==> src/logic/cpuPkg.sv <==
`default_nettype none

// CPU side: bus request, palette window, watchdog
package cpuPkg;

	localparam int addrBits = 24;

	// 68k style request, held stable while req is high
	typedef struct packed
	{
		logic req;
		logic write;
		logic [addrBits-1:0] addr;
	} cpuReqT;

	// Palette RAM window in CPU space
	localparam logic [addrBits-1:0] paletteBase = 24'h400000;
	localparam logic [addrBits-1:0] paletteLimit = 24'h7FFFFF;

	localparam logic [addrBits-1:0] kickAddr = 24'h300001;	// Watchdog kick

	localparam int watchdogLimit = 1024;	// Pixel clocks without a kick
	localparam int resetPulse = 16;			// systemReset length

	localparam int wdCountBits = $clog2(watchdogLimit);
	localparam int pulseBits = $clog2(resetPulse);

	// Terminal counts
	localparam logic [wdCountBits-1:0] wdCountLast = wdCountBits'(watchdogLimit - 1);
	localparam logic [pulseBits-1:0] pulseLast = pulseBits'(resetPulse - 1);

	typedef enum logic
	{
		wdCounting,
		wdResetting
	} wdStateE;

endpackage

`default_nettype wire

==> src/logic/watchdog.sv <==
`default_nettype none

// CPU watchdog on the pixel clock
// Kick is a write to kickAddr, expiry gives a fixed reset pulse
module watchdog
(
	input wire logic S1H1,
	input wire logic nS1H1,
	input wire cpuPkg::cpuReqT cpuReq,
	output logic systemReset
);

	cpuPkg::wdStateE state;
	logic reqQ;									// For the req edge
	logic kick;
	logic [cpuPkg::wdCountBits-1:0] count;		// Clocks since last kick
	logic [cpuPkg::pulseBits-1:0] pulseCount;

	// One kick per bus cycle, held req does not count twice
	assign kick = cpuReq.req && !reqQ
		&& cpuReq.write
		&& (cpuReq.addr == cpuPkg::kickAddr);

	assign systemReset = state == cpuPkg::wdResetting;

	always_ff @(posedge S1H1 or posedge nS1H1)
	begin
		if (nS1H1)
		begin
			state <= cpuPkg::wdCounting;
			reqQ <= 1'b0;
			count <= '0;
			pulseCount <= '0;
		end
		else
		begin
			reqQ <= cpuReq.req;
			case (state)
				cpuPkg::wdCounting:
				begin
					if (kick)
						count <= '0;
					else if (count == cpuPkg::wdCountLast)
					begin
						state <= cpuPkg::wdResetting;	// Expired
						pulseCount <= '0;
					end
					else
						count <= count + 1'b1;
				end
				cpuPkg::wdResetting:
				begin
					// Kicks ignored while the pulse runs
					if (pulseCount == cpuPkg::pulseLast)
					begin
						state <= cpuPkg::wdCounting;
						count <= '0;					// Fresh timeout
					end
					else
						pulseCount <= pulseCount + 1'b1;
				end
				default:
					state <= cpuPkg::wdCounting;
			endcase
		end
	end

endmodule

`default_nettype wire

==> config.mk <==
export PLATFORM = sky130hd
export DESIGN_NAME = watchdog
export DESIGN_NICKNAME = d
export VERILOG_FILES = /design/src/logic/cpuPkg.sv /design/src/logic/watchdog.sv
export SDC_FILE = /design/constraint.sdc
export NUM_CORES = 1
export LEC_CHECK = 0
export ABC_AREA = 1
export BUFFER_PORTS_ARGS = -buffer_cell sky130_fd_sc_hd__buf_4
export CELL_PAD_IN_SITES_DETAIL_PLACEMENT = 1
export CELL_PAD_IN_SITES_GLOBAL_PLACEMENT = 1
export CORE_MARGIN = 4
export CORE_UTILIZATION = 38
export CTS_CLUSTER_SIZE = 24
export DETAILED_ROUTE_END_ITERATION = 12
export GPL_TIMING_DRIVEN = 0
export PLACE_DENSITY_LB_ADDON = 0.1
export SYNTH_ARGS = -nofsm -noshare
export SYNTH_HDL_FRONTEND = slang
export SYNTH_SLANG_ARGS = --single-unit
==> constraint.sdc <==
create_clock -name S1H1 -period 2.7 [get_ports S1H1]
set_input_delay 0.135 -clock S1H1 [delete_from_list [all_inputs] [get_ports S1H1]]
set_output_delay 0.135 -clock S1H1 [all_outputs]
set_load 0.02 [all_outputs]
# --- Word-level counts from Yosys, hierarchy flattened ---
# Cells that the tools add are included.
word_totals:
  register_bits: 16
  in_bits: 28
  out_inout_bits: 1
  wordCells: 33
classes:
  n_addsub: 2
  n_eq_ne: 8
  muxes: 12
  n_bitwise: 1
  reduce_logical: 6
op_table:
  columns: ["cell", "count"]
  rows:
  - ["$mux 10", 3]
  - ["$eq 24x22->1 const B", 1]
  - ["$pmux 10 s2", 1]
  - ["$mux 4", 3]
  - ["$add 10x1->10 const B", 1]
  - ["$eq 10x10->1 const B", 1]
  - ["$pmux 4 s2", 1]
  - ["$ne 2x2->1 const B", 3]
  - ["$add 4x1->4 const B", 1]
  - ["$eq 4x4->1 const B", 1]
  - ["$logic_and 1x1->1", 3]
  - ["$mux 1", 3]
  - ["$ne 3x3->1 const B", 1]
  - ["$reduce_and 3->1", 1]
  - ["$ne 2x1->1 const B", 1]
  - ["$pmux 1 s2", 1]
  - ["$reduce_and 2->1", 1]
  - ["$logic_not 1->1", 1]
  - ["$not 1->1", 1]

# --- Logic depth before layout (Yosys ltp) ---
logic_depth:
  ltp_word: 6
  ltp_mapped: 11
  mapped_depth_nobuf: 10

# --- Worst setup path before layout ---
# OpenSTA, ideal clock, no wires.
synth_path:
  path_kind: "register -> register"
  start: "register count[0] in the netlist's numbering"
  end: "register count[3] in the netlist's numbering"
  setup_ns: 0.117
  arrival_time_ns: 1.367
  required_ns: 2.583
  setup_slack_ns: 1.215
  path_stages_with_launch: 11
  path_buffers: 1
  synth_period_minus_slack_ns: 1.485
  cell_sequence: "dfrtp_1 -> ha_1 -> nand2_1 -> nor2_4 -> nand4_2 -> clkinv_2 -> nand3_4 -> nand2_2 -> buf_6 -> nand2_1 -> nand2_1"
synth_via:
  elab_chain_len: 4
  elab_cells_between_ends: 7
  cone_classes: "1 x add/sub; 2 x eq/ne; 3 x mux; 1 x reduce/logical"
synth_lines:
  columns: ["element", "line_no", "rtl"]
  rows:
  - ["start, declared", "watchdog.sv:16", "logic [cpuPkg::wdCountBits-1:0] count;"]
  - ["start signal, assigned", "watchdog.sv:49", "count <= count + 1'b1;"]
  - ["$add 10x1->10", "watchdog.sv:49", null]
  - ["$mux 10", "watchdog.sv:43", "else if (count == cpuPkg::wdCountLast)"]
  - ["$mux 10", "watchdog.sv:41", "if (kick)"]
  - ["$pmux 10 s2", "watchdog.sv:38", "case (state)"]
# Several ways; a longest one is shown, not always the timed one. The select of a mux whose other input is x is not followed.
# A chain may end at the register's enable or synchronous reset.

# --- Final worst setup path ---
layout_path:
  start: "register count[0] in the netlist's numbering"
  end: "register count[1] in the netlist's numbering"
# Same word-level chain as after synthesis.

==> run_results.csv <==
group,metric,value,unit
final_layout,area_growth_syn_to_layout,28.1,%
drt,drc,0,
logic_synthesis,synth-edff-count,0,
clocking,clk_pin_slew,90,ps
logic_synthesis,ys_seq_area_share,36.8,%
drt,ant_nets,0,
logic_synthesis,postSynthAreaPerCell,6.55,µm²
setup_path,crit_path_frequent_cell,"nand2_1",
clocking,clk_latency,290,ps
clocking,h-tree-depth,1,
clocking,cts_inserted_buffers,3,
floorplan,die_h,61.5,µm
floorplan,boundaryPins,29,
drt,routed_via_density,4.93,
logic_synthesis,syn-cell-area,1090,µm²
logic_synthesis,synth_cell_types,20,
logic_synthesis,yosys-top-cells-area,"dfrtp_1, nand2_1, inv_1",
floorplan,fp.dieArea,3780,µm²
sta,fin_crit,1800,ps
power,p_sw,0.0000976,W
sta,fin_tns_setup,0,ps
final_layout,fin_nets,231,
setup_path,endpoint_kind,"register",
power,pwr-share-comb,11.2,%
floorplan,core-area,2730,µm²
clocking,cts_setup_buffers,0,
power,p_clk_share,35.5,%
power,seqPwrFrac,53.3,%
clocking,hold_buffers,2,
logic_synthesis,synth.top_cell.area_share,36.8,%
floorplan,initial_core_util,39.8,%
sta,worstMarginPinSlew,624,ps
sta,finalCritPeriodShare,66.5,%
global_routing,grt_pass1_vias,1175,
sta,setup_violations,0,
setup_path,worstPathRequired,2930,ps
setup_path,cp-start-kind,"register",
placed_design,place_hpwl,2.37,mm
clocking,ctsLongestPathBuffers,2,
final_layout,final_area,1390,µm²
setup_path,path_cells,"ha_1, nand2_1, nor2_4, nand4_2, clkinv_2, nand3_4, nand2_2, buf_6, nand2_1, nand2_1",
drt,drt_iter0_markers,37,
power,power,0.000451,W
drt,avgRoutedWirePerCell,12.7,µm
setup_path,critPathMaxFanout,10,
logic_synthesis,yosys_warnings,0,
sta,max_freq,557,MHz
floorplan,die_w,61.5,µm
clocking,cts_tree,"done",
setup_path,cp_data_arrival_time,2030,ps
sta,drv_slew,0,
clocking,cts_num_sinks,16,
power,power_leakage,0.804,nW
global_routing,globalRoute.totalOverflow,0,
run_status,status,"finished, final reports clean",
worst_hold_path,holdCritPathClass,"in2reg",
drt,vias,1138,
flow_run,cap_violations,0,
power,irDropWorstVdd,476,µV
final_layout,nFillCells,391,
placed_design,placed_area,1340,µm²
logic_synthesis,synthArstFlopShare,100,%
clocking,post_cts_resized,0,
sta,rsz0062_at_grt,"no",
drt,drt-pass1-iter-count,4,
placed_design,numPortBuffers,28,
global_routing,grt_max_degree,17,
power,cell_internal_pwr,0.000354,W
global_routing,grt_usage,17.6,%
logic_synthesis,post-synth-top-area-cell,"dfrtp_1",
power,sw_frac_of_total,21.6,%
setup_path,cp_slowest_cell,"dfrtp_1",
logic_synthesis,synth_cells,166,
logic_synthesis,synth_fp_nets,196,
global_routing,antenna_found_initial,0,
clocking,cts_root_buf,"clkbuf_4",
placed_design,gp_congestion,0.745,
sta,finalHoldViolCount,0,
sta,skew,5.01,ps
power,powerDensity,324,nW/µm²
final_layout,most-common-layout-cells,"nand2_1, inv_1, buf_4, nor2_1, dfrtp_1",
final_layout,final_layout_size_suffix_gt1_share,21.0,%
setup_path,slowest_delay,400,ps
floorplan,rows,19,
logic_synthesis,synth-main-ff-cell,"dfrtp_1",
final_layout,antenna_cells,0,
drt,routed_wirelength,2.94,mm
global_routing,grt_first_pass_wirelength,4.86,mm
logic_synthesis,ys_ff_latch,16,
final_layout,mostFrequentLayoutCell,"nand2_1",
setup_path,worstSetupPathType,"reg2reg",
sta,relSlewSlack,58.4,%
==> area by class of cell <==
cell class	instances	area, µm²	share of cell area, %
Multi-Input combinational cell	117	553	39.7
Sequential cell	16	400	28.8
Timing Repair Buffer	30	230	16.5
Inverter	31	118	8.45
Tap cell	31	38.8	2.79
Clock buffer	4	36.3	2.61
Buffer	2	16.3	1.17
==> synthesized netlist by cell type, types with 2 or more instances <==
master and number:
dfrtp_1 16, a21oi_1 2, nand4_1 6, inv_1 30
o21ai_0 2, ha_1 2, nand2_1 60, xor2_1 4
or2_2 2, nand3_1 10, nor2_1 23
==> routing by layer <==
metal,vias to the layer above,GRT usage [%],share of wire (%)
met5,-,0,0
li1,570,-,-
met4,0,5.45,1.4
met2,20,33.0,56
met1,542,19.1,39
met3,6,4.40,3.2
==> kinds of logic (layout without fill, tap and decap cells) <==
| kind of cell | count (synthesis) | count (layout) | share of synthesized area, % |
|---|---|---|---|
| XOR/XNOR | 4 | 4 | 3.22 |
| adder cells (fa/ha/maj) | 2 | 2 | 2.30 |
| flip-flops | 16 | 16 | 36.8 |
| buffers and inverters | 33 | 67 | 12.3 |
| AO/OA/AOI/OAI | 5 | 5 | 2.53 |
| AND/OR/NAND/NOR | 106 | 106 | 42.8 |
==> critical path: cells and delay by family (launching register included) <==
kind | cells | cell delay (ps)
adder cells (fa/ha/maj) | 1 | 180
buffers and inverters | 2 | 280
AND/OR/NAND/NOR | 7 | 880
flip-flops | 1 | 400
==> state kept, by name (all words and copies together) (netlist names) <==
name and cells:
systemReset 1, reqQ 1, count 10, pulseCount 4
==> power by group through the flow <==
stage	registers (W)	clock network, W	logic [W]
after global routing	0.000241	0.000180	0.0000573
after floorplan	0.000245	0	0.0000149
after CTS	0.000240	0.000170	0.0000516
final	0.000240	0.000160	0.0000505
after detailed placement	0.000245	0	0.0000491
after global placement	0.000245	0	0.0000465
==> stage by stage <==
stage	utilization [%]	hold WS, ps	std cells	worst slack (ps)
final	50.9	416	231	903
after global routing	50.9	473	231	722
after CTS	50.9	412	231	886
after detailed placement	48.9	255	225	908
after global placement	48.9	249	225	995
after floorplan	-	48.7	166	1220
==> worst paths after layout <==
check	start	to	slack, ps	depth (start not counted)
max in group asynchronous	nS1H1	pulseCount[1]$_DFFE_PP0P_	1820	3
worst min-delay path	cpuReq[22]	pulseCount[1]$_DFFE_PP0P_	420	8
worst min register to register	count[4]$_DFFE_PP0P_	count[4]$_DFFE_PP0P_	510	2
worst max register to register	count[0]$_DFFE_PP0P_	count[1]$_DFFE_PP0P_	900	10
min in group asynchronous	nS1H1	reqQ$_DFF_PP0_	480	3
worst max-delay path	count[0]$_DFFE_PP0P_	count[1]$_DFFE_PP0P_	900	10
(Power assumes the default switching activity.)
