[src/logic/videoPkg.sv]
`default_nettype none

// Pixel side of the mixer: line buffer, sprite and palette types
package videoPkg;

	localparam int lineWidth = 320;		// Visible pixels per scanline
	localparam int xBits = 9;			// Enough for 0..511

	// Last valid x, anything above is off screen
	localparam logic [xBits-1:0] lastX = xBits'(lineWidth - 1);

	typedef logic [3:0] colorT;			// Zero is transparent
	typedef logic [7:0] paletteT;		// Sprite palette number
	typedef logic [3:0] fixPaletteT;	// Fix layer palette number
	typedef logic [11:0] paletteAddrT;	// Palette RAM address

	// Palette RAM address used while blanking
	localparam paletteAddrT blankAddr = '0;

	// One line buffer entry, lines up with a palette address
	typedef struct packed
	{
		paletteT palette;
		colorT color;
	} lbEntryT;

	// Sprite renderer output, one per pixel clock
	typedef struct packed
	{
		logic load;						// Start a run at x
		logic [xBits-1:0] x;			// Run start position
		logic write;					// Store one pixel, then x+1
		colorT color;
		paletteT palette;				// Only valid with load
	} spritePixelT;

	// Who owns the palette address this cycle
	typedef enum logic [1:0]
	{
		sourceCpu,
		sourceBlank,
		sourceFix,
		sourceSprite
	} paletteSourceE;

endpackage

`default_nettype wire

[src/logic/fixLayer.sv]
`default_nettype none

// Fix (text) layer with two 4-bit pixels per byte
// Low nibble on the load cycle, high nibble on the one after
module fixLayer
(
	input wire logic S1H1,
	input wire logic nS1H1,
	input wire logic fixLoad,
	input wire logic [7:0] fixByte,
	input wire videoPkg::fixPaletteT fixPalette,
	output videoPkg::paletteAddrT fixAddr,	// Registered palette and colour
	output logic fixOpaque
);

	logic [7:0] fixData;				// Latched pixel pair
	videoPkg::fixPaletteT fixPal;		// Latched palette
	logic nibbleHigh;					// Next pixel from the upper half
	videoPkg::colorT pixelNow;
	videoPkg::fixPaletteT palNow;

	// Load cycle bypasses the latches
	assign pixelNow = fixLoad ? fixByte[3:0] : (nibbleHigh ? fixData[7:4] : fixData[3:0]);
	assign palNow = fixLoad ? fixPalette : fixPal;

	always_ff @(posedge S1H1 or posedge nS1H1)
	begin
		if (nS1H1)
		begin
			fixData <= '0;
			nibbleHigh <= 1'b0;
			fixOpaque <= 1'b0;
		end
		else
		begin
			if (fixLoad)
				fixData <= fixByte;
			nibbleHigh <= fixLoad ? 1'b1 : !nibbleHigh;	// Flip every pixel
			fixOpaque <= pixelNow != '0;
		end
	end

	// Extra stage lines up with the line buffer read
	always_ff @(posedge S1H1)
	begin
		if (fixLoad)
			fixPal <= fixPalette;
		fixAddr <= {4'h0, palNow, pixelNow};	// Fix palettes sit at the bottom
	end

endmodule

`default_nettype wire

[config.mk]
export PLATFORM = sky130hd
export DESIGN_NAME = fixLayer
export DESIGN_NICKNAME = d
export VERILOG_FILES = /design/src/logic/videoPkg.sv /design/src/logic/fixLayer.sv
export SDC_FILE = /design/constraint.sdc
export NUM_CORES = 1
export LEC_CHECK = 0
export BUFFER_PORTS_ARGS = -buffer_cell sky130_fd_sc_hd__buf_2
export CAP_MARGIN = 20
export CORE_MARGIN = 1
export CORE_UTILIZATION = 48
export DETAILED_ROUTE_END_ITERATION = 8
export PLACE_DENSITY = 0.91
export REMOVE_ABC_BUFFERS = 1
export SETUP_SLACK_MARGIN = 0.2
export SYNTH_ARGS = -nofsm -noshare
export SYNTH_HDL_FRONTEND = slang
export SYNTH_SLANG_ARGS = --single-unit
[constraint.sdc]
create_clock -name S1H1 -period 2.7 [get_ports S1H1]
set_input_delay 0.27 -clock S1H1 [delete_from_list [all_inputs] [get_ports S1H1]]
set_output_delay 0.27 -clock S1H1 [all_outputs]
set_load 0.05 [all_outputs]
Word-level counts from Yosys, hierarchy flattened
Cells that the tools add are included.
- equality and inequality tests: 0
- shifts and indexed selects: 0
- bitwise logic cells: 0
- mux-type cells: 4
- reductions and logical operators: 2
- add/subtract/negate cells: 0
- multipliers: 0
- order comparisons: 0
- divide/modulo/power cells: 0
- operators with widths (cell ; count):
    two-way mux 4 bit ; 3
    nonzero test 4 bit ; 1
    zero test 1 bit ; 1
    two-way mux 1 bit ; 1
- output and inout bits: 13
- bits in registers: 22
- memories: 0
- bits in latches: 0
- bits of input ports: 15
- memory bits (writable): 0
- bits in read-only memories: 0
- word-level logic and storage cells: 11

Depth between registers and ports, before layout
Gate-level depths: netlist of run 1.
- word-level depth: 3
- gate-level depth with buffers: 4
- mapped depth without buffers: 3

Worst setup path after synthesis of run 1
OpenSTA, ideal clock, no wires.
- path type: register to register
- start: reg nibbleHigh
- end: reg fixOpaque
- clock period less this slack: 1.310 ns
- buffers on the path: 1
- data arrival time: 1.172 ns
- setup time: 0.139 ns
- stages on the path, launching flop included: 5
- path slack: 1.390 ns
- path through: dfrtp_1 > buf_6 > mux2i_1 > o21ai_1 > or4_1
- longest elaborated chain between the ends: 3
- ends and longest elaborated chain (item ; RTL line ; source):
    start: declaration ; fixLayer.sv:18 ; logic nibbleHigh;
    start signal: assignment ; fixLayer.sv:38 ; nibbleHigh <= fixLoad ? 1'b1 : !nibbleHigh;
    two-way mux 4 bit (2 in series) ; fixLayer.sv:23 ; assign pixelNow = fixLoad ? fixByte[3:0] : (nibbleHigh ? fixData[7:4] : fixData[3:0]);
    named net pixelNow[1] ; fixLayer.sv:19 ; videoPkg::colorT pixelNow;
    nonzero test 4 bit ; fixLayer.sv:39 ; fixOpaque <= pixelNow != '0;
    end signal: assignment ; fixLayer.sv:32 ; fixOpaque <= 1'b0;
    end signal: assignment ; fixLayer.sv:39 ;
    end: declaration ; fixLayer.sv:13 ; output logic fixOpaque
The timed path passes the listed nets, and every way through them passes these cells.
A chain may end at the register's enable or synchronous reset.

Worst setup path after layout of run 1
Ends and elaborated chain as after synthesis.

==> flow_summary.yaml, run 1 <==
sta:
  rsz0062_at_grt: "no"
  hold_violations: 0
  finalSetupViolCount: 0
  period_needed_ns: 1.44
  timing.setup.tns_ns: 0
  post-route-period-util_pct: 53.3
  worst_clock_skew_ns: 0.00140
  fin_ws_ns: 1.26
  maxSlewViolCount: 0
  fmax_ghz: 0.695
placed_design:
  dp_hpwl_um: 843
  pre_cts_ws_ns: 1.28
  dpl_cell_area_sq_um: 779
  numPortBuffers: 23
  gp_congestion: 0.738
logic_synthesis:
  synth.area.top_cells: "dfrtp_1 (36%), edfxtp_1 (17%), dfxtp_1 (12%), mux2_2 (6.5%), mux2i_1 (5.8%)"
  synth_cells: 54
  synth_compound_area_share_pct: 5.77
  ys_ff_latch: 18
  synth_adder_area_share_pct: 0
  ys_seq_area_share_pct: 64.9
  ys_types: 17
  syn_area_sq_um: 694
  netlist.area_leader.share_pct: 36.0
  synthMuxAreaShare_pct: 12.3
  synth_xor_area_share_pct: 0
  synth-simple-area-share_pct: 5.23
  yosysWarnings: 0
  yosys.area.top_type: "dfrtp_1"
  syn_avg_cell_area_sq_um: 12.9
  synth_top_family_by_area: "multiplexers"
drt:
  drtIter0Drc: 2
  route.detailed.drc: 0
  ant_nets: 0
  first_pass_iters: 3
  wirelength_mm: 1.09
  routed_via_density: 4.71
  wire_per_inst_um: 11.7
  vias: 438
worst_setup_path:
  startpoint_type: "register"
  critPathMaxFanout: 5
  end_kind: "register"
  cp.required_ns: 2.86
  critPathArrivalTime_ns: 1.60
  worstSetupPathType: "reg2reg"
clocking:
  ctsResizeCount: 0
  cts_made_buffers: 3
  cts_tree: "yes"
  cts.hold.buffers_added: 1
  htree_num_levels: 1
  clockRootBuffer: "clkbuf_4"
  clkTransAtPathRegs_ns: 0.10
  post_cts_buffers: 0
  clockBufferDepth: 2
  clock_latency_ns: 0.28
  cts_sinks: 18
floorplan:
  chipHeight_um: 40.0
  die_area_sq_mm: 0.00160
  fp.dieW_um: 40.0
  coreArea_sq_mm: 0.00132
  io_pins: 28
  start_util_pct: 52.7
  num_rows: 13
power_and_ir_drop:
  ir_worst_vdd_mv: 0.342
  switching_share_pct: 29.0
  seqPwrFrac_pct: 53.5
  p_leak_uw: 0.000412
  comb_power_share_pct: 19.3
  switchingPower_uw: 169
  internal-power_uw: 416
  clockPowerShare_pct: 27.2
  powerDensity_mw_per_mm2: 709
final_layout:
  n_antenna_cell: 0
  final_nets: 94
  fin_area_sq_um: 826
  layout-drive-gt1-share_pct: 39.7
  areaGrowthSynthToFinish_pct: 18.9
  fillers: 104
  final_core_utilization_pct: 62.7
global_routing:
  gr-total-overflow: 0
  track_usage_pct: 15.3
  grt_pass1_wl_mm: 1.57
  grt_pass1_vias: 382
  grt_max_degree: 23
  antenna_found_initial: 0
hold_path:
  hp-class: "in2reg"
run:
  maxCapViolations: 0
run_status:
  status: "finished, final reports clean"
-- synth_stat cells --
master	count
and2_1	1
buf_4	4
buf_6	1
buf_8	1
clkbuf_1	1
conb_1	1
dfrtp_1	10
dfxtp_1	4
edfxtp_1	4
inv_1	5
mux2_2	4
mux2i_1	4
nand2_1	4
o21ai_0	4
o21ai_1	4
or2b_1	1
or4_1	1
-- routing by layer --
layer  vias to the layer above  wire, um  global-route usage (%)
met1                       200       434                    17.8
met5                         -         0                       0
met2                        23       562                    25.8
met3                         0        90                    5.56
li1                        215         -                       -
met4                         0         0                    5.17
-- placed cells by master, fill, tap and decap left out --
cell type	instances
dlygate4sd3_1	1
dfxtp_1	4
and2_1	1
inv_1	5
mux2i_1	4
or4_1	1
or2b_1	1
o21ai_0	4
o21ai_1	4
dfrtp_1	10
conb_1	4
mux2_2	4
nand2_1	4
clkbuf_8	1
edfxtp_1	4
clkbuf_4	3
buf_2	23
-- critical path, stage by stage (launching register included) --
cell and delay (ns):
dfrtp_1 0.49, mux2i_1 0.22, o21ai_1 0.09, or4_1 0.52
-- power groups by stage --
stage          Sequential, uW  Combinational (uW)  Clock, uW
2_1_floorplan             362                36.9          0
3_3_place_gp              318                 109          0
3_5_place_dp              319                 113          0
4_1_cts                   314                 114        163
5_1_grt                   316                 121        173
6_report                  313                 113        159
-- state kept, by name, summed over array words and instances (netlist names) --
signal	count
fixOpaque	1
nibbleHigh	1
fixData	8
fixAddr	5
fixPal	3
-- per-stage QoR --
step / hold slack (ns) / std cells / total power [uW]
after floorplan: 0.110 / 50 / 399
after global placement: 0.256 / 88 / 427
after detailed placement: 0.268 / 88 / 432
after CTS: 0.159 / 93 / 591
after global routing: 0.147 / 93 / 610
final: 0.162 / 93 / 585
-- worst paths after layout --
path | start | endpoint | slack [ns] | cells past startpoint
min in group asynchronous | nS1H1 | fixData[4] | 0.49 | 3
worst min-delay path | fixPalette[0] | fixPal[0] | 0.16 | 1
worst max register to register | nibbleHigh | fixOpaque | 1.26 | 3
max in group asynchronous | nS1H1 | nibbleHigh | 1.93 | 3
worst max-delay path | nibbleHigh | fixOpaque | 1.26 | 3
worst min register to register | fixData[6] | fixData[6] | 0.52 | 1
-- cell type report --
type / instances / area (sq um) / area share [%]
Sequential cell: 18 / 450 / 54.5
Multi-Input combinational cell: 27 / 176 / 21.4
Timing Repair Buffer: 24 / 125 / 15.2
Clock buffer: 4 / 36.3 / 4.39
Inverter: 5 / 18.8 / 2.27
Tap cell: 15 / 18.8 / 2.27
-- cells by family after synthesis --
logic type / after synthesis
AO/OA/AOI/OAI: 8
buffers and inverters: 12
flip-flops: 18
multiplexers: 8
other: 1
AND/OR/NAND/NOR: 7
(Power assumes the default switching activity.)
==> run 2, diff against run 1 <==
CORE_UTILIZATION = 40   (was 48)
PLACE_DENSITY = 0.83   (was 0.91)
clock period = 1.3 ns   (was 2.7 ns; I/O delays follow)
==> run 2 against run 1 <==
Effect of this change:
- the flow now finishes with violations (DRC, setup timing)
- via count is 1.1% higher
- critical path depth is the same
- count of clock-buffer cells in the layout down 1
- design area grew 0.45%
- combinational power grew 110%
- power is 96% higher
- cell count increased by 2.2%
- global-route usage is 1.7 points lower
- clock skew up 0.0061 ns
==> flow_summary.yaml, run 2 (synthesis gave the netlist of run 1 again) <==
run_status:
  status: "finished with violations"
  violations: "DRC, setup timing"
final_layout:
  final_nets: 96
  layout-drive-gt1-share_pct: 41.8
  final_common_cell: "buf_2"
  final_core_utilization_pct: 53.2
  final_cell_mix: "buf_2 (23), dfrtp_1 (9), inv_1 (5)"
  reg_top3: "fixData: 8 flops, fixAddr: 5 flops, fixPal: 3 flops"
  areaGrowthSynthToFinish_pct: 19.5
  fillers: 146
  largest_reg_flops: 8
  regMostFlops: "fixData"
  n_antenna_cell: 0
drt:
  wl_met1_um: 450
  routed_via_density: 4.66
  wl_met3_um: 103
  wire_per_inst_um: 11.3
  wirelength_mm: 1.08
  vias: 443
  ant_nets: 0
  first_pass_iters: 5
  drtIter0Drc: 7
  wl_met2_um: 522
  route.detailed.drc: 4
  highest_layer: "met3"
worst_setup_path:
  startpoint_type: "register"
  critPathArrivalTime_ns: 1.53
  rr_startpoint: "nibbleHigh"
  cp_top_family: "simple AND/OR/NAND/NOR gates"
  crit_slowest_cell: "or4_1"
  end_kind: "register"
  critPathMaxFanout: 5
  crit_chain: "mux2i_1 -> o21ai_1 -> or4_1"
  worstSetupPathType: "reg2reg"
  max_stage_delay_ns: 0.54
  cp.required_ns: 1.45
  path_buf_inv: 0
  startpoint: "nibbleHigh"
power_and_ir_drop:
  powerDensity_mw_per_mm2: 1380
  p_leak_uw: 0.000414
  ir_worst_vdd_mv: 0.556
global_routing:
  grt_pass1_vias: 443
  grt_pass1_wl_mm: 1.86
  grt_max_degree: 18
  antenna_found_initial: 0
  track_usage_pct: 13.6
  gr-total-overflow: 0
floorplan:
  io_pins: 28
  chipHeight_um: 43.7
  die_area_sq_mm: 0.00191
  fp.dieW_um: 43.7
  start_util_pct: 44.5
  num_rows: 14
  coreArea_sq_mm: 0.00156
sta:
  hold_ws_ns: 0.0211
  post-route-period-util_pct: 106
  finalSetupViolCount: 1
  rsz0062_at_grt: "yes"
  fin_ws_ns: -0.0747
  timing.setup.tns_ns: -0.0747
  hold_violations: 0
  period_needed_ns: 1.37
  fmax_ghz: 0.727
  maxSlewViolCount: 0
  worst_clock_skew_ns: 0.00752
placed_design:
  dp_hpwl_um: 842
  gp_congestion: 0.710
  numPortBuffers: 23
clocking:
  cts_tree: "yes"
  clock_latency_ns: 0.28
  cts_made_buffers: 3
  clkTransAtPathRegs_ns: 0.10
  cts_sinks: 18
  clockBufferDepth: 2
  htree_num_levels: 1
  clockRootBuffer: "clkbuf_4"
run:
  maxCapViolations: 0
hold_path:
  min_from: "fixPalette[1]"
  hp-class: "in2reg"
-- run 2: cell type report --
type	instances	area [sq um]	area share, %
Tap cell	16	20.0	2.41
Clock buffer	3	22.5	2.71
Multi-Input combinational cell	27	176	21.3
Inverter	5	18.8	2.26
Sequential cell	18	452	54.4
Timing Repair Buffer	26	140	16.9
-- run 2: through the flow --
step / area [sq um] / worst slack (ns) / power [uW] / std cells
finish: 830 / -0.0747 / 1140 / 95
global route: 830 / -0.137 / 1210 / 95
CTS: 830 / -0.0801 / 1160 / 95
detailed placement: 788 / -0.138 / 899 / 90
global placement: 788 / -0.0575 / 891 / 90
floorplan: 646 / -0.0196 / 828 / 50
-- run 2: power breakdown --
part | leakage, uW | internal [uW] | switching [uW]
Combinational | 0.000213 | 69.6 | 168
Clock | 0.0000138 | 107 | 148
Sequential | 0.000187 | 628 | 23.2
Total | 0.000414 | 805 | 339
-- run 2: per-layer routing --
layer	track usage, %	up-vias
met5	0	-
met4	5.63	0
met3	4.17	0
met2	23.9	21
met1	15.3	203
li1	-	219
-- run 2: repair_timing --
action                                  in CTS  in global routing
hold buffers                                 1                  0
endpoints found under the hold margin       10                  0
setup buffers                                1                  0
endpoints found under the setup margin       1                  1
cloned                                       0                  0
pin swaps                                    0                  0
resized for setup                            1                  0
-- run 2: worst paths after layout --
| kind | slack (ns) | depth (start not counted) | to |
|---|---|---|---|
| worst max register to register | -0.07 | 3 | fixOpaque |
| worst min register to register | 0.52 | 1 | fixData[6] |
| min in group asynchronous | 0.36 | 3 | fixData[0] |
| worst max-delay path | -0.07 | 3 | fixOpaque |
| worst min-delay path | 0.02 | 1 | fixPal[1] |
| max in group asynchronous | 0.64 | 3 | nibbleHigh |
==> run 3, diff against run 2 <==
CTS_BUF_LIST = sky130_fd_sc_hd__clkbuf_8 sky130_fd_sc_hd__clkbuf_16   (was unset)
PLACE_DENSITY = 0.73   (was 0.83)
==> run 3 against run 2 <==
Effect of this change:
- the flow still finishes with violations (DRC, setup timing)
- sequential cell count unchanged
- global-route usage down 0.088 points
- first-iteration DRC count unchanged
- cell count up 3.2%
- clock power up 46%
- largest cell class unchanged
- largest power group unchanged
==> flow_summary.yaml, run 3 (synthesis gave the netlist of run 1 again) <==
global_routing:
  track_usage_pct: 13.5
  grt_pass1_wl_mm: 1.87
  grt_pass1_vias: 454
  gr-total-overflow: 0
  antenna_found_initial: 0
  grt_max_degree: 17
run:
  maxCapViolations: 0
floorplan:
  coreArea_sq_mm: 0.00156
  num_rows: 14
  start_util_pct: 44.5
  io_pins: 28
  fp.dieW_um: 43.7
  die_area_sq_mm: 0.00191
  chipHeight_um: 43.7
placed_design:
  gp_congestion: 0.758
  pre_cts_ws_ns: -0.0735
  dpl_cell_area_sq_um: 811
  numPortBuffers: 23
  dp_hpwl_um: 796
sta:
  worst_clock_skew_ns: 0.00146
  rsz0062_at_grt: "yes"
  fin_ws_ns: -0.0427
  post-route-period-util_pct: 103
  hold_ws_ns: 0.0593
  finalSetupViolCount: 1
  fmax_ghz: 0.745
  maxSlewViolCount: 0
  period_needed_ns: 1.34
  hold_violations: 0
drt:
  vias: 458
  wirelength_mm: 1.04
  route.detailed.drc: 3
  wire_per_inst_um: 10.7
  first_pass_iters: 5
  ant_nets: 0
  routed_via_density: 4.67
  drtIter0Drc: 7
final_layout:
  reg_top3: "fixData: 8 flops, fixAddr: 5 flops, fixPal: 3 flops"
  fillers: 144
  final_cell_mix: "buf_2 (23), dfrtp_1 (9), inv_1 (5)"
  largest_reg_flops: 8
  areaGrowthSynthToFinish_pct: 24.9
  regMostFlops: "fixData"
  layout-drive-gt1-share_pct: 42.7
  final_nets: 98
  n_antenna_cell: 0
  final_common_cell: "buf_2"
  final_core_utilization_pct: 55.6
  fin_area_sq_um: 867
clocking:
  htree_num_levels: 1
  clkTransAtPathRegs_ns: 0.06
  clock_latency_ns: 0.24
  cts_tree: "yes"
  clockBufferDepth: 2
  clockRootBuffer: "clkbuf_8"
  cts_sinks: 18
  cts_made_buffers: 3
worst_setup_path:
  max_stage_delay_ns: 0.51
  critPathMaxFanout: 5
  worstSetupPathType: "reg2reg"
  end_kind: "register"
  crit_slowest_cell: "or4_1"
  cp.required_ns: 1.42
  crit_chain: "mux2i_1 -> o21ai_1 -> or4_1"
  critPathArrivalTime_ns: 1.46
  startpoint_type: "register"
run_status:
  status: "finished with violations"
  violations: "DRC, setup timing"
power_and_ir_drop:
  switchingPower_uw: 356
  ir_worst_vdd_mv: 0.956
  seqPwrFrac_pct: 51.2
  report.power.total_uw: 1270
  internal-power_uw: 916
  comb_power_share_pct: 19.5
  p_leak_uw: 0.000433
  clockPowerShare_pct: 29.3
  switching_share_pct: 28.0
  powerDensity_mw_per_mm2: 1470
hold_path:
  hp-class: "in2reg"
## run 3: changes by cell type in the layout (fill, tap and decap cells not counted)
cell | previous run | this run
clkbuf_4 | 3 | 0
clkbuf_8 | 0 | 3
buf_4 | 2 | 4
clkinv_1 | 0 | 1
## run 3: power groups by stage
stage | Combinational, uW | Clock [uW] | Sequential, uW
2_1_floorplan | 76.6 | 0 | 752
3_3_place_gp | 243 | 0 | 661
3_5_place_dp | 248 | 0 | 662
4_1_cts | 250 | 389 | 652
5_1_grt | 266 | 416 | 658
6_report | 248 | 373 | 651
## run 3: critical path: cells and delay by family (launching register included)
| kind | cells | cell delay, ns |
|---|---|---|
| AND/OR/NAND/NOR | 1 | 0.51 |
| flip-flops | 1 | 0.42 |
| multiplexers | 1 | 0.20 |
| AO/OA/AOI/OAI | 1 | 0.09 |
## run 3: per-stage QoR
stage / instances / TNS, ns
after global placement: 93 / -0.0658
after floorplan: 50 / -0.0196
after global routing: 98 / -0.141
after CTS: 98 / -0.0483
after detailed placement: 93 / -0.0735
final: 98 / -0.0427
## run 3: final timing paths
kind	from	endpoint	slack, ns	cells past startpoint
setup / recovery	nibbleHigh	fixOpaque	-0.04	3
hold / removal	fixPalette[2]	fixPal[2]	0.06	1
setup reg to reg	nibbleHigh	fixOpaque	-0.04	3
hold reg to reg	fixData[7]	fixData[7]	0.51	1
max in group asynchronous	nS1H1	nibbleHigh	0.62	3
min in group asynchronous	nS1H1	fixData[5]	0.39	3
## run 3: per-layer routing
| layer | global-route usage, % | part of all wire [%] | vias to the layer above |
|---|---|---|---|
| met5 | 0 | 0 | - |
| met1 | 14.7 | 39 | 209 |
| met4 | 1.88 | 0 | 0 |
| met3 | 6.67 | 11 | 0 |
| met2 | 24.2 | 50 | 25 |
| li1 | - | - | 224 |
## run 3: timing repair
item / 4_1_cts / 5_1_grt
endpoints found under the hold margin: 10 / 0
hold buffers: 1 / 0
pin swaps: 0 / 0
buffers inserted: 0 / 0
setup endpoints to repair: 1 / 1
gates resized for setup: 1 / 0
## run 3: cell type report
type / instances / area [sq um] / area share [%]
clock buffer: 3 / 41.3 / 4.76
sequential: 18 / 452 / 52.1
inverter: 5 / 18.8 / 2.16
tap: 16 / 20.0 / 2.31
multi-input combinational: 27 / 176 / 20.3
clock inverter: 1 / 3.75 / 0.433
timing repair buffer: 28 / 155 / 17.9
