## src/logic/videoPkg.sv

```systemverilog
`default_nettype none

// Pixel side of the mixer: line buffer, sprite and palette types
package videoPkg;

	localparam int lineWidth = 320;		// Visible pixels per scanline
	localparam int xBits = 9;			// Enough for 0..511

	// Last valid x, anything above is off screen
	localparam logic [xBits-1:0] lastX = xBits'(lineWidth - 1);

	typedef logic [3:0] colorT;			// Zero is transparent
	typedef logic [7:0] paletteT;		// Sprite palette number
	typedef logic [3:0] fixPaletteT;	// Fix layer palette number
	typedef logic [11:0] paletteAddrT;	// Palette RAM address

	// Palette RAM address used while blanking
	localparam paletteAddrT blankAddr = '0;

	// One line buffer entry, lines up with a palette address
	typedef struct packed
	{
		paletteT palette;
		colorT color;
	} lbEntryT;

	// Sprite renderer output, one per pixel clock
	typedef struct packed
	{
		logic load;						// Start a run at x
		logic [xBits-1:0] x;			// Run start position
		logic write;					// Store one pixel, then x+1
		colorT color;
		paletteT palette;				// Only valid with load
	} spritePixelT;

	// Who owns the palette address this cycle
	typedef enum logic [1:0]
	{
		sourceCpu,
		sourceBlank,
		sourceFix,
		sourceSprite
	} paletteSourceE;

endpackage

`default_nettype wire

```

## src/logic/cpuPkg.sv

```systemverilog
`default_nettype none

// CPU side: bus request, palette window, watchdog
package cpuPkg;

	localparam int addrBits = 24;

	// 68k style request, held stable while req is high
	typedef struct packed
	{
		logic req;
		logic write;
		logic [addrBits-1:0] addr;
	} cpuReqT;

	// Palette RAM window in CPU space
	localparam logic [addrBits-1:0] paletteBase = 24'h400000;
	localparam logic [addrBits-1:0] paletteLimit = 24'h7FFFFF;

	localparam logic [addrBits-1:0] kickAddr = 24'h300001;	// Watchdog kick

	localparam int watchdogLimit = 1024;	// Pixel clocks without a kick
	localparam int resetPulse = 16;			// systemReset length

	localparam int wdCountBits = $clog2(watchdogLimit);
	localparam int pulseBits = $clog2(resetPulse);

	// Terminal counts
	localparam logic [wdCountBits-1:0] wdCountLast = wdCountBits'(watchdogLimit - 1);
	localparam logic [pulseBits-1:0] pulseLast = pulseBits'(resetPulse - 1);

	typedef enum logic
	{
		wdCounting,
		wdResetting
	} wdStateE;

endpackage

`default_nettype wire

```

## src/logic/paletteArbiter.sv

```systemverilog
`default_nettype none

// Palette address mux
// Order: CPU, blank, opaque fix, sprite
module paletteArbiter
(
	input wire logic S1H1,
	input wire logic nS1H1,
	input wire cpuPkg::cpuReqT cpuReq,
	output logic cpuAck,
	input wire logic blank,
	input wire logic pixelValid,				// Raw pixelEnable, delayed here
	input wire videoPkg::paletteAddrT fixAddr,
	input wire logic fixOpaque,
	input wire videoPkg::lbEntryT spriteEntry,
	output videoPkg::paletteAddrT paletteAddr,
	output logic paletteValid,
	output videoPkg::paletteSourceE paletteSource
);

	logic inRange;			// Address inside palette RAM
	logic ackNext;
	logic blankQ;			// Aligned with line buffer data
	logic pixelValidQ;
	videoPkg::paletteAddrT addrNext;
	videoPkg::paletteSourceE sourceNext;

	assign inRange = (cpuReq.addr >= cpuPkg::paletteBase)
		&& (cpuReq.addr <= cpuPkg::paletteLimit);

	// Ack tracks req one cycle late, never outside the window
	assign ackNext = cpuReq.req && inRange;

	always_comb
	begin
		if (ackNext)
		begin
			addrNext = cpuReq.addr[12:1];				// Word address
			sourceNext = videoPkg::sourceCpu;
		end
		else if (blankQ)
		begin
			addrNext = videoPkg::blankAddr;
			sourceNext = videoPkg::sourceBlank;
		end
		else if (fixOpaque)
		begin
			addrNext = fixAddr;
			sourceNext = videoPkg::sourceFix;
		end
		else
		begin
			addrNext = {spriteEntry.palette, spriteEntry.color};	// Empty gives 0
			sourceNext = videoPkg::sourceSprite;
		end
	end

	always_ff @(posedge S1H1 or posedge nS1H1)
	begin
		if (nS1H1)
		begin
			cpuAck <= 1'b0;
			blankQ <= 1'b0;
			pixelValidQ <= 1'b0;
			paletteValid <= 1'b0;
			paletteSource <= videoPkg::sourceBlank;
		end
		else
		begin
			cpuAck <= ackNext;			// Same edge as the CPU address
			blankQ <= blank;
			pixelValidQ <= pixelValid;
			paletteValid <= pixelValidQ;	// Two cycles after pixelEnable
			paletteSource <= sourceNext;
		end
	end

	always_ff @(posedge S1H1)
	begin
		paletteAddr <= addrNext;
	end

endmodule

`default_nettype wire

```

## config.mk

```make
export PLATFORM = sky130hd
export DESIGN_NAME = paletteArbiter
export DESIGN_NICKNAME = d
export VERILOG_FILES = /design/src/logic/videoPkg.sv /design/src/logic/cpuPkg.sv /design/src/logic/paletteArbiter.sv
export SDC_FILE = /design/constraint.sdc
export NUM_CORES = 1
export LEC_CHECK = 0
export ABC_CLOCK_PERIOD_IN_PS = 1100
export BUFFER_PORTS_ARGS = -buffer_cell sky130_fd_sc_hd__buf_4
export CAP_MARGIN = 20
export CORE_UTILIZATION = 31
export DETAILED_ROUTE_END_ITERATION = 12
export GPL_ROUTABILITY_DRIVEN = 0
export GPL_TIMING_DRIVEN = 0
export PLACE_DENSITY = 0.74
export REMOVE_ABC_BUFFERS = 1
export SYNTH_ARGS = -nofsm -noshare
export SYNTH_HDL_FRONTEND = slang
export SYNTH_SLANG_ARGS = --single-unit
```

## constraint.sdc

```tcl
create_clock -name S1H1 -period 1.1 [get_ports S1H1]
set_clock_uncertainty 0.05 [all_clocks]
set_input_delay 0.11 -clock S1H1 [delete_from_list [all_inputs] [get_ports S1H1]]
set_output_delay 0.11 -clock S1H1 [all_outputs]
set_load 0.02 [all_outputs]
```

# After elaboration in Yosys (flattened, before gate mapping)
# Cells that the tools add are included.
# totals
register_bits	18
out_inout_bits	16
# op_classes
n_lt_le_gt_ge	2
n_mux	6
reduce_logical	2
# op_table
op	n
12-bit two-way mux	3
24-bit by 23-bit >= comparator with 1-bit output (second input constant)	1
24-bit by 23-bit less-or-equal comparator with 1-bit output (second input constant)	1
2-bit two-way mux	2
1-bit logical AND	2
1-bit two-way mux	1

# Logic depth before layout (Yosys ltp)
# Gate-level depths: netlist of run 1.
# depth
word_depth	4
mapped_depth	4
ltp_nobuf	2

# Least setup slack after synthesis of run 1
# No wires, ideal clock.
# synth_path
kind	register to register
start	reg blankQ
end	reg paletteAddr[10]
arrival_time_ns	0.802
path_stages_with_launch	3
n_path_buf	1
path_slack_ns	0.164
required_time_ns	0.966
cell_sequence	dfrtp_1 > buf_2 > o31ai_2
# synth_via
elab_chain_len	2
# synth_lines
item	line_no	rtl
start, declared	paletteArbiter.sv:23	logic blankQ;
start signal, assigned	paletteArbiter.sv:71	blankQ <= blank;
12-bit two-way mux	paletteArbiter.sv:41	else if (blankQ)
12-bit two-way mux	paletteArbiter.sv:36	if (ackNext)
via addrNext[10]	paletteArbiter.sv:25	videoPkg::paletteAddrT addrNext;
end signal, assigned	paletteArbiter.sv:80	paletteAddr <= addrNext;
end, declared	paletteArbiter.sv:16	output videoPkg::paletteAddrT paletteAddr,
# The timed path passes the listed nets, and every way through them passes these cells.

# Worst setup path in the final report of run 1
# layout_path
start	reg paletteSource[0]
end	out paletteSource[0]
# layout_rtl
item	line_no	rtl
start, declared	paletteArbiter.sv:18	output videoPkg::paletteSourceE paletteSource
start signal, assigned	paletteArbiter.sv:66	paletteSource <= videoPkg::sourceBlank;
start signal, assigned	paletteArbiter.sv:74	paletteSource <= sourceNext;
# No word-level cell between the ends.

==> results of run 1 <==
-- worst paths after layout --
| kind | endpoint | slack, ps | cells past startpoint | from |
|---|---|---|---|---|
| max in group asynchronous | paletteSource[0] | 520 | 3 | nS1H1 |
| worst max-delay path | paletteSource[0] | 9 | 1 | paletteSource[0] |
| worst min register to register | paletteValid | 310 | 0 | pixelValidQ |
| worst max register to register | paletteAddr[1] | 130 | 1 | blankQ |
| min in group asynchronous | paletteSource[1] | 230 | 3 | nS1H1 |
| worst min-delay path | paletteAddr[3] | 20 | 3 | cpuReq[4] |
-- power groups by stage --
stage               Clock [mW]  Combinational (mW)  Sequential [mW]
finish                   0.395               0.379            0.729
global placement             0               0.365            0.742
floorplan                    0              0.0844            0.799
global route             0.433               0.405            0.735
CTS                      0.414               0.384            0.730
detailed placement           0               0.373            0.743
-- logic make-up after synthesis --
family / synth area share
AND/OR/NAND/NOR: 0.141
multiplexers: 0.144
buffers and inverters: 0.0872
flip-flops: 0.471
AO/OA/AOI/OAI: 0.156
-- sequential cells by signal, indices dropped and copies added, names as in the netlist --
name           cells
pixelValidQ        1
paletteSource      2
paletteAddr       12
blankQ             1
cpuAck             1
paletteValid       1
-- placed cells by master, fill, tap and decap left out, types with 2 or more instances in the layout --
cell type / count
sky130_fd_sc_hd__o31ai_2: 7
sky130_fd_sc_hd__dfrtp_1: 4
sky130_fd_sc_hd__nand4b_1: 12
sky130_fd_sc_hd__dfxtp_1: 12
sky130_fd_sc_hd__o31ai_1: 5
sky130_fd_sc_hd__mux2i_1: 12
sky130_fd_sc_hd__clkbuf_4: 3
sky130_fd_sc_hd__buf_4: 58
sky130_fd_sc_hd__dlygate4sd3_1: 3
sky130_fd_sc_hd__inv_1: 2
-- layer usage --
layer	vias to the layer above	GRT usage
met3	4	0.0254
met2	43	0.257
met1	347	0.168
met4	0	0.0526
li1	372	-
met5	-	0
-- final cells by class --
type	instances	area (µm²)
fill	234	1180
clock buffer	4	36.3
tap	30	37.5
sequential	18	393
timing repair buffer	62	477
inverter	2	7.51
multi-input combinational	39	368
-- metrics by stage --
step / instance area [µm²] / setup TNS, ps / power, mW
final: 1320 / 0 / 1.50
after global routing: 1320 / -22.2 / 1.57
after CTS: 1320 / -6.80 / 1.53
after detailed placement: 1250 / -2610 / 1.12
after global placement: 1250 / -2210 / 1.11
after floorplan: 767 / 0 / 0.883
-- timing repair --
item / in CTS / in global routing
hold buffers: 3 / 0
resized for setup: 2 / 0
setup endpoints to repair: 5 / 1
hold endpoints to repair: 8 / 0
setup buffers: 0 / 0
==> impl_summary.log, run 1 <==
[metrics] outcome: finished clean
[metrics] Vias: 766
[metrics] number of global-route vias before repair: 703
[metrics] library cell occupying the most area in the post-synthesis netlist: sky130_fd_sc_hd__dfxtp_1
[metrics] Yosys cell types: 15
[metrics] DR WL/cell: 13.9 µm
[metrics] fraction of power consumed by sequential logic: 0.485
[metrics] DRT Wirelength: 2160 µm
[metrics] Detail Placement HPWL: 1530 µm
[metrics] top cells by instance count after synthesis: sky130_fd_sc_hd__dfxtp_1, sky130_fd_sc_hd__mux2i_1, sky130_fd_sc_hd__nand4b_1, sky130_fd_sc_hd__o31ai_2
[metrics] category of the critical setup timing path: flop to primary output
[metrics] portion of total power attributed to the clock network: 0.263
[metrics] Pins Over Slew Limit: 0
[metrics] Starting DRT DRC Count: 2
[metrics] slowest cell on the critical path: sky130_fd_sc_hd__dfstp_2
[metrics] NetSw: 0.382 mW
[metrics] count of buffering cells on the critical path with inverters included: 1
[metrics] Slew Limit Headroom: 0.531
[metrics] Post-synth EDFFs: 0
[metrics] largest fanout of any net on the critical path: 1
[metrics] Reg clk slew, reported paths: 100 ps
[metrics] switching part of the total: 0.254
[metrics] class of the tightest hold or removal check: input port to flop
[metrics] total routing resource utilization after global routing: 0.144
[metrics] Cell Count Post-Placement: 148
[metrics] mean cell area of the mapped netlist: 12.4 µm²
[metrics] highest metal layer used by the detailed router: met4
[metrics] number of CTS-inserted buffers: 3
[metrics] Seq/Total Area, Yosys: 0.471
[metrics] detailed-route vias per instance: 4.94
[metrics] worst endpoint required time: 940 ps
[metrics] Async S/R FF share, synth: 0.333
[metrics] clock tree from TritonCTS: yes
[metrics] overflow left after global routing: 0
[metrics] Port Buf Inserts: 59
[metrics] CP startpoint kind: flop
[metrics] post-place setup slack: -221 ps
[metrics] Layout Nets: 181
[metrics] top-area cell type share of the netlist area: 0.289
[metrics] Clk Tree Root Cell: sky130_fd_sc_hd__clkbuf_4
[metrics] setup repair after global routing missed its margin: yes
[metrics] post-synthesis instance area: 832 µm²
[metrics] Leak Pwr: 0.638 nW
[metrics] final setup margin: 9.04 ps
[metrics] max_cap viols: 0
[metrics] flip-flop and latch count after synthesis: 18
[metrics] I/O pin count: 71
[metrics] final count of negative-setup-slack endpoints: 0
[metrics] slew at the pin closest to its max-slew limit: 703 ps
[metrics] kind of capture point of the worst setup path: primary output
[metrics] Total Die Area: 2890 µm²
[metrics] Detail Route met3 WL: 244 µm
[metrics] critical path cell sequence: buf_6
[metrics] slowest cell delay on critical path: 540 ps
[metrics] Max Fclk: 917 MHz
[metrics] final period demand of the worst path: 1090 ps
[metrics] Internal Pwr Total: 1.12 mW
[metrics] post-route non-filler standard cell count: 155
[metrics] antenna violations before repair: 0
[metrics] fraction of layout instances using a drive strength above 1: 0.576
[metrics] remaining design rule violation count: 0
[metrics] maximum clock insertion buffer count: 2
[metrics] Peak VDD IR: 0.796 mV
[metrics] clock latency on the worst-skew pair: 290 ps
[metrics] H-Tree Depth: 1
[metrics] layout overhead on the synthesized area: 58.5%
[metrics] floorplan core area: 2500 µm²
[metrics] P per Cell Area: 1140 nW/µm²
[metrics] largest net degree at the start of global routing: 16
[metrics] diode insertion count for antenna repair: 0
[metrics] Hold Fails Final Rpt: 0
[metrics] largest cells by area after synthesis: sky130_fd_sc_hd__dfxtp_1, sky130_fd_sc_hd__dfrtp_1, sky130_fd_sc_hd__mux2i_1
[metrics] first-pass iteration count of the detailed router: 3
[metrics] Min Hold Slack: 23.9 ps
[metrics] critical path's top delay family: flip-flops
[metrics] final design utilization: 0.528
[metrics] Syn Inst Count: 67
[metrics] DRT antenna net count: 0
[metrics] total length of routed met2 wires: 937 µm
[metrics] final worst-path cycle share: 0.992
[metrics] global-route wire length before repair: 2990 µm
[metrics] arrival time worst endpoint: 930 ps
[metrics] die span in y: 53.8 µm
[metrics] top flip-flop cell by instance count after synthesis: sky130_fd_sc_hd__dfxtp_1
[metrics] Yosys Warn Count: 0
[metrics] CTS Sinks: 18
[metrics] floorplan row count: 18
[metrics] met1 wire length: 943 µm
[metrics] initial core utilization: 0.333
[metrics] Die W: 53.8 µm
[metrics] combinational power share: 0.252
Power figures use the tool's default switching activity.
==> inputs of run 2 (changes only) <==
--- a/config.mk
+++ b/config.mk
@@ -13,6 +13,7 @@
 export GPL_ROUTABILITY_DRIVEN = 0
 export GPL_TIMING_DRIVEN = 0
 export PLACE_DENSITY = 0.74
+export RECOVER_POWER = 50
 export REMOVE_ABC_BUFFERS = 1
 export SYNTH_ARGS = -nofsm -noshare
 export SYNTH_HDL_FRONTEND = slang
==> run 2 against run 1 <==
  * Via count shrank 0.13%
  * Combinational power shrank 6.3%
  * Core utilization shrank 1.5 points
  * Highest routed layer unchanged
  * Critical path depth is the same
  * Non-clock buffer count is the same
==> impl_summary.log, run 2 (same netlist as run 1, synthesis figures left out) <==
[metrics] outcome: finished clean
[metrics] biggest regs: paletteAddr x12, paletteSource x2
[metrics] fraction of layout instances using a drive strength above 1: 0.504 (-0.0720)
[metrics] area of placed instances: 1250 µm² (unchanged)
[metrics] initial core utilization: 0.333 (unchanged)
[metrics] floorplan core area: 2500 µm² (unchanged)
[metrics] R2R depth: 1 (unchanged)
[metrics] remaining design rule violation count: 0 (unchanged)
[metrics] final period demand of the worst path: 1090 ps (+0.179 ps)
[metrics] final worst-path cycle share: 0.992 (about the same)
[metrics] CTS Sinks: 18 (unchanged)
[metrics] worst endpoint required time: 940 ps (about the same)
[metrics] number of buffers inserted to repair setup after CTS: 0 (unchanged)
[metrics] Slew Limit Headroom: 0.537 (+0.00642)
[metrics] final instance area: 1280 µm² (-2.8%)
[metrics] number of global-route vias before repair: 703 (unchanged)
[metrics] slew at the pin closest to its max-slew limit: 694 ps (-9.63 ps)
[metrics] class of the tightest hold or removal check: input port to flop
[metrics] diode insertion count for antenna repair: 0 (unchanged)
[metrics] critical path's top delay family: flip-flops
[metrics] antenna violations before repair: 0 (unchanged)
[metrics] post-route non-filler standard cell count: 155 (unchanged)
[metrics] DRT Wirelength: 2160 µm (about the same)
[metrics] overflow left after global routing: 0 (unchanged)
[metrics] Filler cells: 245 (+4.7%)
[metrics] Hold Fails Final Rpt: 0 (unchanged)
[metrics] Detail Placement HPWL: 1530 µm (unchanged)
[metrics] CP startpoint kind: flop
[metrics] Vias: 765 (-0.13%)
[metrics] register-to-register setup slack: 130 ps (about the same)
[metrics] count of buffering cells on the critical path with inverters included: 1 (unchanged)
[metrics] detailed-route vias per instance: 4.94 (-0.13%)
[metrics] leading cell type in the layout, fill and taps excluded: sky130_fd_sc_hd__buf_4
[metrics] number of logic stages on the critical path including buffering: 1 (unchanged)
[metrics] Max Fclk: 916 MHz (about the same)
[metrics] start of the worst register-to-register path: blankQ
[metrics] capture point of the critical path: paletteSource[0]
[metrics] P per Cell Area: 1150 nW/µm² (+1.2%)
[metrics] setup repair after global routing missed its margin: yes
[metrics] Leak Pwr: 0.601 nW (-5.7%)
[metrics] largest fanout of any net on the critical path: 1 (unchanged)
[metrics] DR WL/cell: 13.9 µm (about the same)
[metrics] clock tree from TritonCTS: yes
[metrics] total routing resource utilization after global routing: 0.144 (unchanged)
[metrics] Total Die Area: 2890 µm² (unchanged)
[metrics] global-route wire length before repair: 2990 µm (unchanged)
[metrics] I/O pin count: 71 (unchanged)
[metrics] leading cell types in the layout, fill and taps excluded: sky130_fd_sc_hd__buf_4, sky130_fd_sc_hd__mux2i_1, sky130_fd_sc_hd__nand4b_1, sky130_fd_sc_hd__dfxtp_1, sky130_fd_sc_hd__clkbuf_1
[metrics] critical path cell sequence: buf_6
[metrics] Port Buf Inserts: 59 (unchanged)
[metrics] layout overhead on the synthesized area: 54.1%
[metrics] max reg flops: 12 (unchanged)
[metrics] final count of negative-setup-slack endpoints: 0 (unchanged)
[metrics] register name with the most flops: paletteAddr
[metrics] DRT antenna net count: 0 (unchanged)
[metrics] Pins Over Slew Limit: 0 (unchanged)
[metrics] maximum clock insertion buffer count: 2 (unchanged)
[metrics] kind of capture point of the worst setup path: primary output
[metrics] Peak VDD IR: 0.795 mV (about the same)
[metrics] slowest cell delay on critical path: 540 ps (about the same)
[metrics] Reg clk slew, reported paths: 100 ps (about the same)
[metrics] die span in y: 53.8 µm (unchanged)
[metrics] Fin Setup TNS: 0 ps (unchanged)
[metrics] clock latency on the worst-skew pair: 290 ps (about the same)
[metrics] arrival time worst endpoint: 930 ps (about the same)
[metrics] Layout Nets: 181 (unchanged)
[metrics] first-pass iteration count of the detailed router: 4 (+1)
[metrics] worst setup path startpoint: paletteSource[0]
[metrics] number of CTS-inserted buffers: 3 (unchanged)
[metrics] largest net degree at the start of global routing: 16 (unchanged)
[metrics] max_cap viols: 0 (unchanged)
[metrics] slowest cell on the critical path: sky130_fd_sc_hd__dfstp_2
[metrics] Clk Tree Root Cell: sky130_fd_sc_hd__clkbuf_4
[metrics] Die W: 53.8 µm (unchanged)
[metrics] floorplan row count: 18 (unchanged)
[metrics] category of the critical setup timing path: flop to primary output
[metrics] H-Tree Depth: 1 (unchanged)
[metrics] Starting DRT DRC Count: 2 (unchanged)
[metrics] critical register-to-register path endpoint: paletteAddr[1]
[metrics] Cell Count Post-Placement: 148 (unchanged)
## run 2: cell types whose count changed in the layout (fill, tap and decap cells not counted), sizes merged
cell	before	now
buf	59	46
clkbuf	4	17
## run 2: repair_timing
item                                   CTS  global route
endpoints found under the hold margin    8             0
setup endpoints to repair                5             1
hold buffers                             3             0
resized for setup                        2             0
## run 2: cell type report
class	count	area, µm²	area share
timing repair buffer	62	440	0.343
clock buffer	4	36.3	0.0283
inverter	2	7.51	0.00585
multi-input combinational	39	368	0.287
tap	30	37.5	0.0293
sequential	18	393	0.306
## run 2: power breakdown
part           total (mW)  switching (mW)  internal, mW
Combinational       0.355           0.166         0.189
Clock               0.395           0.193         0.202
Sequential          0.729          0.0227         0.706
## run 2: through the flow
| stage | hold WS [ps] | power (mW) | setup slack, ps | utilization |
|---|---|---|---|---|
| after detailed placement | -10.4 | 1.12 | -221 | 0.499 |
| after global placement | -13.8 | 1.11 | -183 | 0.499 |
| after CTS | 14.3 | 1.53 | -6.80 | 0.528 |
| after floorplan | -150 | 0.883 | 158 | - |
| final | 24.9 | 1.48 | 8.86 | 0.513 |
| after global routing | 37.4 | 1.55 | -22.2 | 0.513 |
## run 2: worst min-delay path by stage
stage | endpoint | start | cells after the start | slack, ps
2_1_floorplan | blankQ | nS1H1 | 1 | -150
3_3_place_gp | cpuAck | nS1H1 | 2 | -10
3_5_place_dp | paletteValid | nS1H1 | 2 | -10
4_1_cts | paletteAddr[2] | cpuReq[3] | 3 | 10
5_1_grt | paletteAddr[3] | cpuReq[4] | 3 | 40
6_report | paletteAddr[3] | cpuReq[4] | 3 | 20
## run 2: layer usage
layer / track usage / routed length, µm / up-vias
met5: 0 / 0 / -
met3: 0.0254 / 245 / 4
met2: 0.257 / 930 / 43
met4: 0.0526 / 30 / 0
li1: - / - / 372
met1: 0.168 / 951 / 346
==> inputs of run 3 (changes only) <==
--- a/config.mk
+++ b/config.mk
@@ -6,13 +6,13 @@
 export NUM_CORES = 1
 export LEC_CHECK = 0
 export ABC_CLOCK_PERIOD_IN_PS = 1100
-export BUFFER_PORTS_ARGS = -buffer_cell sky130_fd_sc_hd__buf_4
 export CAP_MARGIN = 20
 export CORE_UTILIZATION = 31
 export DETAILED_ROUTE_END_ITERATION = 12
+export DONT_BUFFER_PORTS = 1
 export GPL_ROUTABILITY_DRIVEN = 0
 export GPL_TIMING_DRIVEN = 0
-export PLACE_DENSITY = 0.74
+export PLACE_DENSITY = 0.52
 export RECOVER_POWER = 50
 export REMOVE_ABC_BUFFERS = 1
 export SYNTH_ARGS = -nofsm -noshare
==> run 3 against run 2 <==
  * Setup slack gained 47 ps
  * Register-to-register slack barely moved
  * Die area did not move
  * Largest power group unchanged
  * First-iteration DRC count stayed put
  * Highest routed layer unchanged
  * Cell count shrank 20%
  * Sequential power increased by 8.8%
  * Critical path type unchanged
  * Clock-buffer cell count unchanged
  * Sequential cell count unchanged
==> impl_summary.log, run 3 (same netlist as run 1, synthesis figures left out) <==
[metrics] outcome: finished clean
[metrics] DRT antenna net count: 0 (unchanged)
[metrics] start of the worst register-to-register path: blankQ
[metrics] clock tree from TritonCTS: yes
[metrics] Pins Over Slew Limit: 0 (unchanged)
[metrics] Starting DRT DRC Count: 2 (unchanged)
[metrics] Cell Count Post-Placement: 89 (-40%)
[metrics] post-route non-filler standard cell count: 124 (-20%)
[metrics] setup repair after global routing missed its margin: no
[metrics] H-Tree Depth: 1 (unchanged)
[metrics] register-to-register setup slack: 140 ps (about the same)
[metrics] largest net degree at the start of global routing: 16 (unchanged)
[metrics] CTS Sinks: 18 (unchanged)
[metrics] Hold Fails Final Rpt: 0 (unchanged)
[metrics] largest fanout of any net on the critical path: 1 (unchanged)
[metrics] Max Fclk: 958 MHz (+4.5%)
[metrics] area of placed instances: 805 µm² (-36%)
[metrics] P per Cell Area: 1170 nW/µm² (+1.2%)
[metrics] leading cell types in the layout, fill and taps excluded: sky130_fd_sc_hd__dlygate4sd3_1, sky130_fd_sc_hd__mux2i_1, sky130_fd_sc_hd__nand4b_1, sky130_fd_sc_hd__dfxtp_1, sky130_fd_sc_hd__o31ai_2
[metrics] global-route wire length before repair: 3420 µm (+14%)
[metrics] Port Buf Inserts: 0 (-100%)
[metrics] class of the tightest hold or removal check: input port to flop
[metrics] DRT Wirelength: 2340 µm (+8.3%)
[metrics] CP startpoint kind: flop
[metrics] diode insertion count for antenna repair: 0 (unchanged)
[metrics] final instance area: 1150 µm² (-11%)
[metrics] maximum clock insertion buffer count: 2 (unchanged)
[metrics] Total Die Area: 2890 µm² (unchanged)
[metrics] final period demand of the worst path: 1040 ps (-47.1 ps)
[metrics] category of the critical setup timing path: flop to primary output
[metrics] initial core utilization: 0.333 (unchanged)
[metrics] Peak VDD IR: 0.608 mV (-24%)
[metrics] total routing resource utilization after global routing: 0.171 (+0.0273)
[metrics] number of CTS-inserted buffers: 3 (unchanged)
[metrics] floorplan row count: 18 (unchanged)
[metrics] final worst-path cycle share: 0.949 (-0.0428)
[metrics] Clk Tree Root Cell: sky130_fd_sc_hd__clkbuf_4
[metrics] antenna violations before repair: 0 (unchanged)
[metrics] slew at the pin closest to its max-slew limit: 759 ps (+64.8 ps)
[metrics] arrival time worst endpoint: 880 ps (-50 ps)
[metrics] DR WL/cell: 18.9 µm (+35%)
[metrics] number of buffers inserted to repair setup after CTS: 0 (unchanged)
[metrics] Die W: 53.8 µm (unchanged)
[metrics] Final Total Pwr: 1.34 mW (-9.4%)
[metrics] leading cell type in the layout, fill and taps excluded: sky130_fd_sc_hd__dlygate4sd3_1
[metrics] layout overhead on the synthesized area: 37.9%
[metrics] first-pass iteration count of the detailed router: 4 (unchanged)
[metrics] Filler cells: 234 (-4.5%)
[metrics] max_cap viols: 0 (unchanged)
[metrics] Vias: 677 (-12%)
[metrics] start point of the worst min-delay path: fixAddr[8]
[metrics] I/O pin count: 71 (unchanged)
[metrics] Layout Nets: 150 (-17%)
[metrics] max reg flops: 12 (unchanged)
[metrics] overflow left after global routing: 0 (unchanged)
[metrics] clock latency on the worst-skew pair: 290 ps (about the same)
[metrics] floorplan core area: 2500 µm² (unchanged)
[metrics] biggest regs: paletteAddr x12, paletteSource x2
[metrics] Reg clk slew, reported paths: 100 ps (about the same)
[metrics] worst setup path startpoint: paletteSource[0]
[metrics] fraction of layout instances using a drive strength above 1: 0.128 (-0.376)
[metrics] worst endpoint required time: 940 ps (about the same)
[metrics] kind of capture point of the worst setup path: primary output
[metrics] die span in y: 53.8 µm (unchanged)
[metrics] detailed-route vias per instance: 5.46 (+11%)
[metrics] number of global-route vias before repair: 651 (-7.4%)
[metrics] remaining design rule violation count: 0 (unchanged)
[metrics] Slew Limit Headroom: 0.494 (-0.0432)
[metrics] Leak Pwr: 0.478 nW (-21%)
[metrics] register name with the most flops: paletteAddr
[metrics] final count of negative-setup-slack endpoints: 0 (unchanged)
## run 3: area by class of cell
cell class / instances / area [µm²] / area share
Inverter: 2 / 7.51 / 0.00654
Sequential cell: 18 / 393 / 0.342
Multi-Input combinational cell: 39 / 368 / 0.321
Clock buffer: 4 / 26.3 / 0.0229
Tap cell: 30 / 37.5 / 0.0327
Timing Repair Buffer: 31 / 315 / 0.275
## run 3: final timing paths
kind / to / cells after the start
max: paletteSource[0] / 0
min: paletteAddr[8] / 2
max reg2reg: paletteAddr[4] / 1
min reg2reg: paletteValid / 0
max in group asynchronous: paletteSource[0] / 2
min in group asynchronous: paletteSource[1] / 2
## run 3: power breakdown
group | internal (mW) | total [mW] | switching (mW) | leakage, nW
registers | 0.707 | 0.793 | 0.0860 | 0.170
logic | 0.130 | 0.207 | 0.0774 | 0.293
clock network | 0.141 | 0.339 | 0.198 | 0.0150
total | 0.978 | 1.34 | 0.361 | 0.478
## run 3: stage by stage
stage	hold slack, ps	TNS (ps)	worst slack [ps]	util
6_report	10.9	0	55.9	0.459
3_5_place_dp	-132	-584	-72.6	0.322
2_1_floorplan	-150	0	158	-
3_3_place_gp	-137	-299	-50.9	0.322
4_1_cts	1.73	0	40.7	0.453
5_1_grt	1.93	0	17.1	0.459
## run 3: what timing repair did
item	4_1_cts	5_1_grt
endpoints found under the setup margin	6	7
hold buffers	30	1
endpoints found under the hold margin	21	1
gates cloned	0	0
gates resized for setup	1	2
## run 3: metal layers
metal / vias up / global-route usage / share of wire
li1: 309 / - / -
met1: 336 / 0.201 / 0.38
met2: 30 / 0.302 / 0.55
met3: 2 / 0.0226 / 0.056
met4: 0 / 0.0789 / 0.0081
met5: - / 0 / 0
